<file path="config.mk">
export PLATFORM = sky130hd
export DESIGN_NAME = divFix
export DESIGN_NICKNAME = d
export VERILOG_FILES = /design/src/mduPkg.sv /design/src/divFix.sv
export SDC_FILE = /design/constraint.sdc
export NUM_CORES = 1
export LEC_CHECK = 0
export ABC_AREA = 1
export BUFFER_PORTS_ARGS = -buffer_cell sky130_fd_sc_hd__buf_2
export CORE_MARGIN = 5
export CORE_UTILIZATION = 53
export CTS_CLUSTER_DIAMETER = 120
export CTS_CLUSTER_SIZE = 28
export DETAILED_ROUTE_END_ITERATION = 8
export PLACE_DENSITY = 0.91
export RECOVER_POWER = 25
export SLEW_MARGIN = 20
export SYNTH_ARGS = -nofsm -noshare
export SYNTH_HDL_FRONTEND = slang
export SYNTH_SLANG_ARGS = --single-unit
</file>
<file path="constraint.sdc">
create_clock -name clk -period 2.7 [get_ports clk]
set_input_delay 0.135 -clock clk [delete_from_list [all_inputs] [get_ports clk]]
set_output_delay 0.135 -clock clk [all_outputs]
set_load 0.005 [all_outputs]
</file>
<file path="src/mduPkg.sv">
package mduPkg;

    localparam int DATA_W  = 32;
    localparam int PREG_W  = 6;
    localparam int ROBID_W = 5;

    // The product leaves the last of these registers
    localparam int MUL_CYCLE = 3;

    // One restoring step per quotient bit
    localparam int DIV_STEPS = DATA_W;

    // Operand preparation and sign fixup each add one register
    localparam int DIV_CYCLE = DIV_STEPS + 2;

    typedef enum logic [1:0] {
        MUL  = 2'd0,
        MULU = 2'd1,
        DIV  = 2'd2,
        DIVU = 2'd3
    } MduOp;

    function automatic logic isMulOp(input MduOp op);
        return (op == MUL) || (op == MULU);
    endfunction

    function automatic logic isDivOp(input MduOp op);
        return (op == DIV) || (op == DIVU);
    endfunction

    // Signed variants treat both operands as two's complement
    function automatic logic isSignedOp(input MduOp op);
        return (op == MUL) || (op == DIV);
    endfunction

endpackage

</file>
<file path="src/divFix.sv">
module divFix import mduPkg::*; (
    input  logic              clk,
    input  logic              rst,
    input  logic [DATA_W-1:0] remIn,
    input  logic [DATA_W-1:0] quoIn,
    input  logic              negQuo,
    input  logic              negRem,
    output logic [DATA_W-1:0] quotient,
    output logic [DATA_W-1:0] remainder
);

    logic [DATA_W-1:0] quoSigned;
    logic [DATA_W-1:0] remSigned;

    // Truncating division, so the remainder follows the dividend sign
    assign quoSigned = negQuo ? -quoIn : quoIn;
    assign remSigned = negRem ? -remIn : remIn;

    // A zero divisor needs no special case here
    // Every step subtracts nothing, giving an all ones magnitude quotient
    // and the dividend back as remainder
    always_ff @(posedge clk) begin
        if (rst) begin
            quotient  <= '0;
            remainder <= '0;
        end else begin
            quotient  <= quoSigned;
            remainder <= remSigned;
        end
    end

endmodule

</file>
==> results of run 1 <==
kinds of logic after synthesis:
logic type      after synthesis  share of synthesized area [%]
flops                        64                           36.2
simple gates                330                           40.9
fa+ha+maj                     2                          0.707
buf+inv                      78                           9.08
compound gates               86                           13.1
power by group:
part,internal [uW],total (uW),switching (uW)
Sequential,1010,1030,15.8
Clock,544,930,386
Combinational,164,427,264
layout by cell type (no fill, tap or decap), drive strengths merged:
cell type    Yosys  routed
nand3           46      46
nand4            5       5
inv             64      64
buf             11     112
clkbuf           3      31
clkinv           0       1
dlygate4sd3      0       3
nor3             9       9
and2             2       2
o21a             4       4
dfxtp           64      64
clkinvlp         0       2
nand2          133     133
and3             3       3
o21ai           36      36
a21boi           1       1
ha               2       2
nor2           130     130
nand3b           2       2
a21oi           45      45
bufinv           0       2
Yosys cell counts:
master / count
inv_2: 5
clkbuf_1: 3
o21ai_0: 27
buf_6: 2
nand3b_4: 1
nor2_2: 9
nand2_1: 125
buf_2: 8
o21ai_2: 2
nand3b_1: 1
nor2_1: 117
o21a_1: 4
ha_1: 2
and3_1: 3
nand2_4: 2
nand4_1: 5
a21oi_2: 1
nor2_4: 4
inv_1: 59
a21oi_4: 1
o21ai_1: 7
buf_4: 1
dfxtp_1: 64
nand3_2: 2
nand3_1: 44
a21oi_1: 43
and2_4: 1
and2_1: 1
nand2_2: 6
a21boi_0: 1
nor3_1: 9
per-stage QoR:
stage                     cells  total power [uW]  hold slack, ns
after floorplan             560              1280           0.224
after global placement      755              1460           0.342
after CTS                   774              2390          0.0118
final                       774              2380          0.0229
after detailed placement    755              1470           0.359
after global routing        774              2500         0.00234
state kept, by name (all words and copies together) (netlist names):
| register | flops |
|---|---|
| quotient | 32 |
| remainder | 32 |
area by class of cell:
class / count / area (sq um) / share of cell area, %
Tap cell: 77 / 96.3 / 2.16
Sequential cell: 64 / 1280 / 28.7
Multi-Input combinational cell: 418 / 1940 / 43.5
Clock buffer: 11 / 141 / 3.17
Clock inverter: 5 / 80.1 / 1.80
Timing Repair Buffer: 135 / 681 / 15.3
Inverter: 64 / 240 / 5.39
worst max-delay path by stage:
stage	start	endpoint	slack, ns
finish	quoIn[2]	quotient[31]$_SDFF_PP0_	1.16
global route	quoIn[2]	quotient[23]$_SDFF_PP0_	1.02
CTS	quoIn[2]	quotient[31]$_SDFF_PP0_	1.20
detailed placement	negRem	remainder[30]$_SDFF_PP0_	1.20
global placement	negRem	remainder[18]$_SDFF_PP0_	1.26
floorplan	remIn[0]	remainder[20]$_SDFF_PP0_	1.54
routing by layer:
layer / part of all wire [%] / wire [microns] / up-vias / track usage, %
met3: 9.7 / 989 / 28 / 7.28
li1: - / - / 2047 / -
met1: 40 / 4100 / 1737 / 29.4
met5: 0 / 0 / - / 0
met4: 2.7 / 274 / 0 / 9.78
met2: 47 / 4840 / 209 / 40.8
critical path, stage by stage:
cell,delay (ns)
dlygate4sd3_1,0.53
buf_2,0.14
inv_1,0.08
nand3_1,0.14
nor2_1,0.28
nand2_1,0.10
nand2_2,0.17
nand3_1,0.10
nand2_1,0.06
nor2_1,0.04
timing repair:
action	4_1_cts	5_1_grt
buffers inserted	0	0
hold buffers	3	0
endpoints found under the hold margin	3	0
==> flow_metrics.py, run 1 <==
metrics = {
    "run_status": {
        "status": "finished, final reports clean",
    },
    "die": {
        "core_sq_um": 6420,
        "row_count": 29,
        "ios": 132,
        "die_w_microns": 91.7,
        "initial_utilization_pct": 55.1,
        "die_area_sq_um": 8420,
        "dieHeight_microns": 91.7,
    },
    "critical_path": {
        "cp-start-kind": "input port",
        "crit_path_max_fanout": 8,
        "end_kind": "flip-flop",
        "worstPathArrival_ns": 1.78,
        "critical_path_class": "in -> reg",
        "crit_required_ns": 2.93,
    },
    "detailed_routing": {
        "vias": 4021,
        "routed_wl_microns": 10200,
        "ant_nets": 0,
        "routedWlPerCell_microns": 13.2,
        "vias_per_cell": 5.20,
        "drtPass1Iterations": 5,
        "drcViolationCount": 0,
        "initialDrtViolationCount": 172,
    },
    "global_routing": {
        "grt_pass1_vias": 3809,
        "antenna_found_initial": 0,
        "grt_pass1_wl_microns": 16800,
        "track_usage_pct": 24.4,
        "grt_remaining_overflow": 0,
        "grt_max_degree": 40,
    },
    "yosys": {
        "synth_area_leaders": "dfxtp_1, nand2_1, nor2_1",
        "synth-seq-area-share_pct": 36.2,
        "avgSynthCellArea_sq_um": 6.32,
        "syn_inst": 560,
        "synth_top_area_cell": "dfxtp_1",
        "ys_types": 31,
        "synth_nets": 630,
        "synth_top_area_share_pct": 36.2,
        "syn_area_sq_um": 3540,
        "ys_seq_elements": 64,
        "yosysWarnings": 0,
    },
    "placed_design": {
        "place_hpwl_microns": 7740,
        "place_area_sq_um": 4230,
        "dp_slack_ns": 1.20,
        "numPortBuffers": 131,
        "routabilityCongestion": 0.942,
    },
    "hold_path": {
        "worstHoldPathCells": 2,
        "hold_start": "quoIn[8]",
        "hold_end": "quotient[8]$_SDFF_PP0_",
        "hold_class": "in -> reg",
    },
    "cts": {
        "clockBufferDepth": 2,
        "clkTransAtPathRegs_ns": 0.07,
        "tritoncts": "done",
        "cts_resized": 0,
        "root_buffer": "clkbuf_8",
        "cts_buffers": 9,
        "cts_sinks": 64,
        "htreeDepth": 3,
    },
    "timing": {
        "rsz0062_at_grt": "false",
        "period_minus_slack_ns": 1.54,
        "period_share_pct": 57.2,
        "setup_viol_count_final": 0,
        "relSlewSlack_pct": 62.5,
        "hold_viol": 0,
        "setup_tns_ns": 0,
        "drv_slew": 0,
        "fin_ws_ns": 1.16,
        "worst_pin_slew_ns": 0.562,
        "fmax_mhz": 648,
    },
    "final_layout": {
        "fin_util_pct": 69.4,
        "finish.instance_area_sq_um": 4460,
        "area_delta_synth_final_pct": 25.9,
        "diodes": 0,
        "fin_nets": 762,
        "fillers": 556,
        "drive_above_1_share_pct": 23.1,
    },
    "power": {
        "peakVddDrop_v": 0.000320,
        "leakage_uw": 0.00231,
        "power_density_nw_per_um2": 535,
    },
    "run": {
        "max_cap_viol_count": 0,
    },
}
Note: power is estimated with default switching activity, not from simulation.
==> run 2, diff against run 1 <==
ABC_AREA = 0   (was 1)
CORE_UTILIZATION = 49   (was 53)
PLACE_DENSITY = 0.86   (was 0.91)
clock period = 1.55 ns   (was 2.7 ns; I/O delays follow)
==> run 2 against run 1 <==
The flow now finishes with violations (negative setup slack). Die area grew 5.3%. Sequential power grew 75%. Sequential cell count is the same. First-iteration DRC count shrank 34%. Routed wire length grew 6.7%. Cell count shrank 9.4%. Clock power grew 58%. Largest cell class unchanged.
==> flow_metrics.py, run 2 <==
metrics = {
    "detailed_routing": {
        "routed_wl_microns": 10900,
        "initialDrtViolationCount": 113,
        "vias": 3819,
        "vias_per_cell": 5.45,
        "routedWlPerCell_microns": 15.5,
        "drcViolationCount": 0,
        "ant_nets": 0,
        "drtPass1Iterations": 5,
    },
    "yosys": {
        "synth-seq-area-share_pct": 36.9,
        "syn_area_sq_um": 3470,
        "synth_area_leaders": "dfxtp_1, mux2_2, nor2_1",
        "ys_seq_elements": 64,
        "synth_edf_count": 0,
        "synthMostInstantiatedCell": "nor2_1",
        "synth_top_area_share_pct": 36.9,
        "ys_types": 44,
        "synthFlopType": "dfxtp_1",
        "avgSynthCellArea_sq_um": 8.55,
        "synth_top_area_cell": "dfxtp_1",
        "async_flop_share_pct": 0,
        "synthTopCellsByCount": "nor2_1, dfxtp_1, mux2_2",
        "yosysWarnings": 0,
        "synth_nets": 476,
        "syn_inst": 406,
    },
    "cts": {
        "root_buffer": "clkbuf_8",
        "clkTransAtPathRegs_ns": 0.07,
        "clockBufferDepth": 2,
        "tritoncts": "done",
        "cts_sinks": 64,
        "cts_buffers": 9,
        "htreeDepth": 3,
    },
    "critical_path": {
        "worstPathArrival_ns": 1.89,
        "worst_path_most_repeated_cell": "or4_4",
        "crit_path_cell_trace": "buf_6, or4_4, or4_4, o31ai_2, mux2_2",
        "max_stage_delay_ns": 0.60,
        "crit_required_ns": 1.78,
        "end_kind": "flip-flop",
        "critical_path_class": "in -> reg",
        "crit_path_max_fanout": 4,
        "slowest_stage": "or4_4",
        "cp-start-kind": "input port",
    },
    "hold_path": {
        "hold_class": "in -> reg",
    },
    "die": {
        "die_area_sq_um": 8860,
        "ios": 132,
        "die_w_microns": 94.1,
        "core_sq_um": 6830,
        "dieHeight_microns": 94.1,
        "initial_utilization_pct": 50.8,
        "row_count": 30,
    },
    "final_layout": {
        "final_common_cell": "buf_2",
        "area_delta_synth_final_pct": 47.5,
        "finish.instance_area_sq_um": 5120,
        "fillers": 502,
        "reg_top3": "quotient: 32 flops, remainder: 32 flops",
        "drive_above_1_share_pct": 45.5,
        "fin_nets": 670,
        "final_cell_mix": "buf_2, buf_4, nor2_1, dfxtp_1",
        "diodes": 0,
    },
    "global_routing": {
        "grt_pass1_wl_microns": 17400,
        "grt_pass1_vias": 3925,
        "antenna_found_initial": 0,
        "grt_max_degree": 53,
        "track_usage_pct": 24.3,
        "grt_remaining_overflow": 0,
    },
    "placed_design": {
        "place_area_sq_um": 4830,
        "place_hpwl_microns": 7940,
        "numPortBuffers": 131,
        "routabilityCongestion": 0.873,
    },
    "timing": {
        "hold_viol": 0,
        "period_minus_slack_ns": 1.66,
        "setup_viol_count_final": 3,
        "relSlewSlack_pct": 36.6,
        "worst_pin_slew_ns": 0.951,
        "rsz0062_at_grt": "true",
        "fmax_mhz": 603,
        "period_share_pct": 107,
        "setup_tns_ns": -0.285,
        "fin_ws_ns": -0.109,
        "drv_slew": 0,
    },
    "run": {
        "max_cap_viol_count": 0,
    },
    "power": {
        "leakage_uw": 0.00238,
        "peakVddDrop_v": 0.000493,
        "power_density_nw_per_um2": 813,
    },
    "run_status": {
        "status": "finished with violations",
        "violations": "negative setup slack",
    },
}
## run 2: path summary, 6_finish.rpt
check | start | endpoint | cells after the start
worst max-delay path | quoIn[5] | quotient[17]$_SDFF_PP0_ | 5
worst min-delay path | remIn[11] | remainder[11]$_SDFF_PP0_ | 3
## run 2: cell type report
type | instances | area (sq um) | share of cell area (%)
inverter | 12 | 65.1 | 1.27
timing repair buffer | 209 | 1270 | 24.9
clock inverter | 3 | 40.0 | 0.782
multi-input combinational | 304 | 2180 | 42.6
sequential | 64 | 1280 | 25.0
tap | 96 | 120 | 2.35
clock buffer | 13 | 159 | 3.10
## run 2: critical path: cells and delay by family
| family | cells | cell delay, ns |
|---|---|---|
| AND/OR/NAND/NOR | 2 | 1.13 |
| multiplexers | 1 | 0.35 |
| AO/OA/AOI/OAI | 1 | 0.24 |
| buffers and inverters | 1 | 0.09 |
## run 2: metal layers
metal  up-vias  track usage, %  routed length, microns
met2       166            43.9                    5610
met5         -               0                       0
met4         0            13.2                     307
met1      1777            26.2                    4110
li1       1846               -                       -
met3        30            5.21                     869
## run 2: power breakdown
group	switching, uW	internal [uW]
registers	29.8	1770
logic	445	447
clock network	640	827
## run 2: cells by family after synthesis
family                     share of synthesized area [%]
DFF                                                 36.9
buffers and inverters                               5.12
adders and majority gates                          0.721
xor gates and xnor gates                            6.06
muxes                                               9.34
and+or+nand+nor                                     28.8
AOI/OAI and AO/OA                                   13.0
## run 2: stage by stage
stage               util (%)  instances  worst slack [ns]  power, uW  hold slack, ns
finish                  74.9        701            -0.109       4160          0.0257
global route            74.9        701            -0.129       4360          0.0164
CTS                     74.4        699           -0.0916       4170          0.0125
detailed placement      70.7        682            -0.489       2700           0.365
global placement        70.7        682            -0.434       2660           0.349
floorplan                  -        406            -0.422       2240           0.188
## run 2: what timing repair did
item | 4_1_cts | 5_1_grt
hold endpoints to repair | 1 | 0
resized for setup | 7 | 12
pin swaps | 2 | 5
hold buffers | 1 | 0
gates cloned | 0 | 0
setup endpoints to repair | 4 | 16
buffers inserted | 0 | 2
==> run 3, diff against run 2 <==
PLACE_DENSITY = 0.87   (was 0.86)
==> run 3 against run 2 <==
The flow still finishes with violations (negative setup slack). Clock power rose by 20%. Total power rose by 7.0%. Largest cell class unchanged. Utilization did not move.
==> flow_metrics.py, run 3 (synthesis gave the netlist of run 2 again) <==
metrics = {
    "run_status": {
        "status": "finished with violations",
        "violations": "negative setup slack",
    },
    "timing": {
        "period_share_pct": 108,
        "fin_ws_ns": -0.128,
        "hold_viol": 0,
        "fmax_mhz": 596,
        "period_minus_slack_ns": 1.68,
        "fin_hold_ws_ns": 0.0130,
        "worst_pin_slew_ns": 1.00,
        "drv_slew": 0,
        "setup_viol_count_final": 3,
        "rsz0062_at_grt": "true",
        "relSlewSlack_pct": 33.3,
        "setup_tns_ns": -0.275,
    },
    "run": {
        "max_cap_viol_count": 0,
    },
    "final_layout": {
        "finalNonFillerCells": 701,
        "area_delta_synth_final_pct": 47.5,
        "diodes": 0,
        "fin_nets": 670,
        "final_cell_mix": "buf_2, buf_4, nor2_1, dfxtp_1, mux2_2",
        "final_common_cell": "buf_2",
        "drive_above_1_share_pct": 45.5,
        "reg_top3": "quotient: 32 flops, remainder: 32 flops",
        "fin_util_pct": 74.9,
    },
    "critical_path": {
        "crit_family": "simple AND/OR/NAND/NOR gates",
        "crit_buf_inv": 1,
        "slowest_stage": "or4_4",
        "critical_path_class": "in -> reg",
        "crit_required_ns": 1.78,
        "crit_path_max_fanout": 4,
        "end_kind": "flip-flop",
        "worstPathArrival_ns": 1.91,
        "cp-start-kind": "input port",
        "worst_path_most_repeated_cell": "or4_4",
        "max_stage_delay_ns": 0.60,
        "crit_path_cell_trace": "buf_6, or4_4, or4_4, o41ai_4, mux2_4",
    },
    "power": {
        "power_density_nw_per_um2": 871,
        "peakVddDrop_v": 0.000481,
        "leakage_uw": 0.00239,
    },
    "die": {
        "die_area_sq_um": 8860,
        "dieHeight_microns": 94.1,
        "row_count": 30,
        "core_sq_um": 6830,
        "initial_utilization_pct": 50.8,
        "ios": 132,
        "die_w_microns": 94.1,
    },
    "global_routing": {
        "track_usage_pct": 24.7,
        "antenna_found_initial": 0,
        "grt_pass1_vias": 3794,
        "grt_max_degree": 54,
        "grt_pass1_wl_microns": 17600,
        "grt_remaining_overflow": 0,
    },
    "cts": {
        "cts_buffers": 9,
        "clkTransAtPathRegs_ns": 0.08,
        "htreeDepth": 3,
        "cts_sinks": 64,
        "clockBufferDepth": 2,
        "tritoncts": "done",
        "root_buffer": "clkbuf_8",
    },
    "placed_design": {
        "routabilityCongestion": 0.884,
        "place_hpwl_microns": 8120,
        "numPortBuffers": 131,
        "placed_cells": 682,
        "dp_slack_ns": -0.487,
    },
    "detailed_routing": {
        "drcViolationCount": 0,
        "routedWlPerCell_microns": 15.8,
        "routed_wl_microns": 11000,
        "vias": 3892,
        "ant_nets": 0,
        "drtPass1Iterations": 5,
        "initialDrtViolationCount": 149,
        "vias_per_cell": 5.55,
    },
    "hold_path": {
        "hold_end": "quotient[31]$_SDFF_PP0_",
        "hold_class": "in -> reg",
        "hold_start": "quoIn[31]",
        "worstHoldPathCells": 3,
    },
}
[run 3: cell types whose count changed in the layout (fill, tap and decap cells not counted), sizes merged]
cell,change
buf,+1
bufinv,+2
clkbuf,-5
clkinv,+1
clkinvlp,+1
[run 3: cell type report]
cell class / instances / area, sq um
Timing Repair Buffer: 209 / 1260
Sequential cell: 64 / 1280
Fill cell: 471 / 1710
Inverter: 12 / 65.1
Clock buffer: 9 / 124
Tap cell: 96 / 120
Multi-Input combinational cell: 304 / 2150
Clock inverter: 7 / 120
[run 3: worst max-delay path by stage]
stage	end	slack, ns	cells past startpoint	start
floorplan	quotient[17]$_SDFF_PP0_	-0.42	5	quoIn[6]
global placement	quotient[21]$_SDFF_PP0_	-0.43	5	quoIn[6]
detailed placement	quotient[17]$_SDFF_PP0_	-0.49	5	quoIn[0]
CTS	quotient[17]$_SDFF_PP0_	-0.10	5	quoIn[5]
global route	quotient[21]$_SDFF_PP0_	-0.16	5	quoIn[5]
finish	quotient[21]$_SDFF_PP0_	-0.13	5	quoIn[5]
[run 3: worst min-delay path, delay by kind of cell]
| family | cells | cell delay (ns) |
|---|---|---|
| compound gates | 1 | 0.07 |
| simple gates | 1 | 0.05 |
| buf+inv | 1 | 0.11 |
[run 3: timing repair]
item / in CTS / in global routing
setup endpoints to repair: 4 / 9
gates resized for setup: 3 / 8
hold buffers: 1 / 0
hold endpoints to repair: 1 / 0
setup buffers: 1 / 1
pin swaps: 1 / 4
[run 3: where the power goes]
part	switching (uW)	total [uW]	internal, uW	leakage (uW)
clock network	697	1770	1070	0.000119
logic	444	886	442	0.00174
registers	30.5	1800	1770	0.000534
total	1170	4460	3280	0.00239
[run 3: layer usage]
| layer | vias to the layer above | wire, microns | track usage, % | part of all wire [%] |
|---|---|---|---|---|
| li1 | 1835 | - | - | - |
| met1 | 1808 | 4200 | 27.4 | 38 |
| met2 | 218 | 5600 | 44.4 | 51 |
| met3 | 31 | 945 | 6.01 | 8.6 |
| met4 | 0 | 301 | 11.0 | 2.7 |
| met5 | - | 0 | 0 | 0 |
[run 3: per-stage QoR]
step	area [sq um]	total power (uW)
global route	5120	4650
floorplan	3630	2240
finish	5120	4460
detailed placement	4830	2700
CTS	5110	4470
global placement	4830	2660
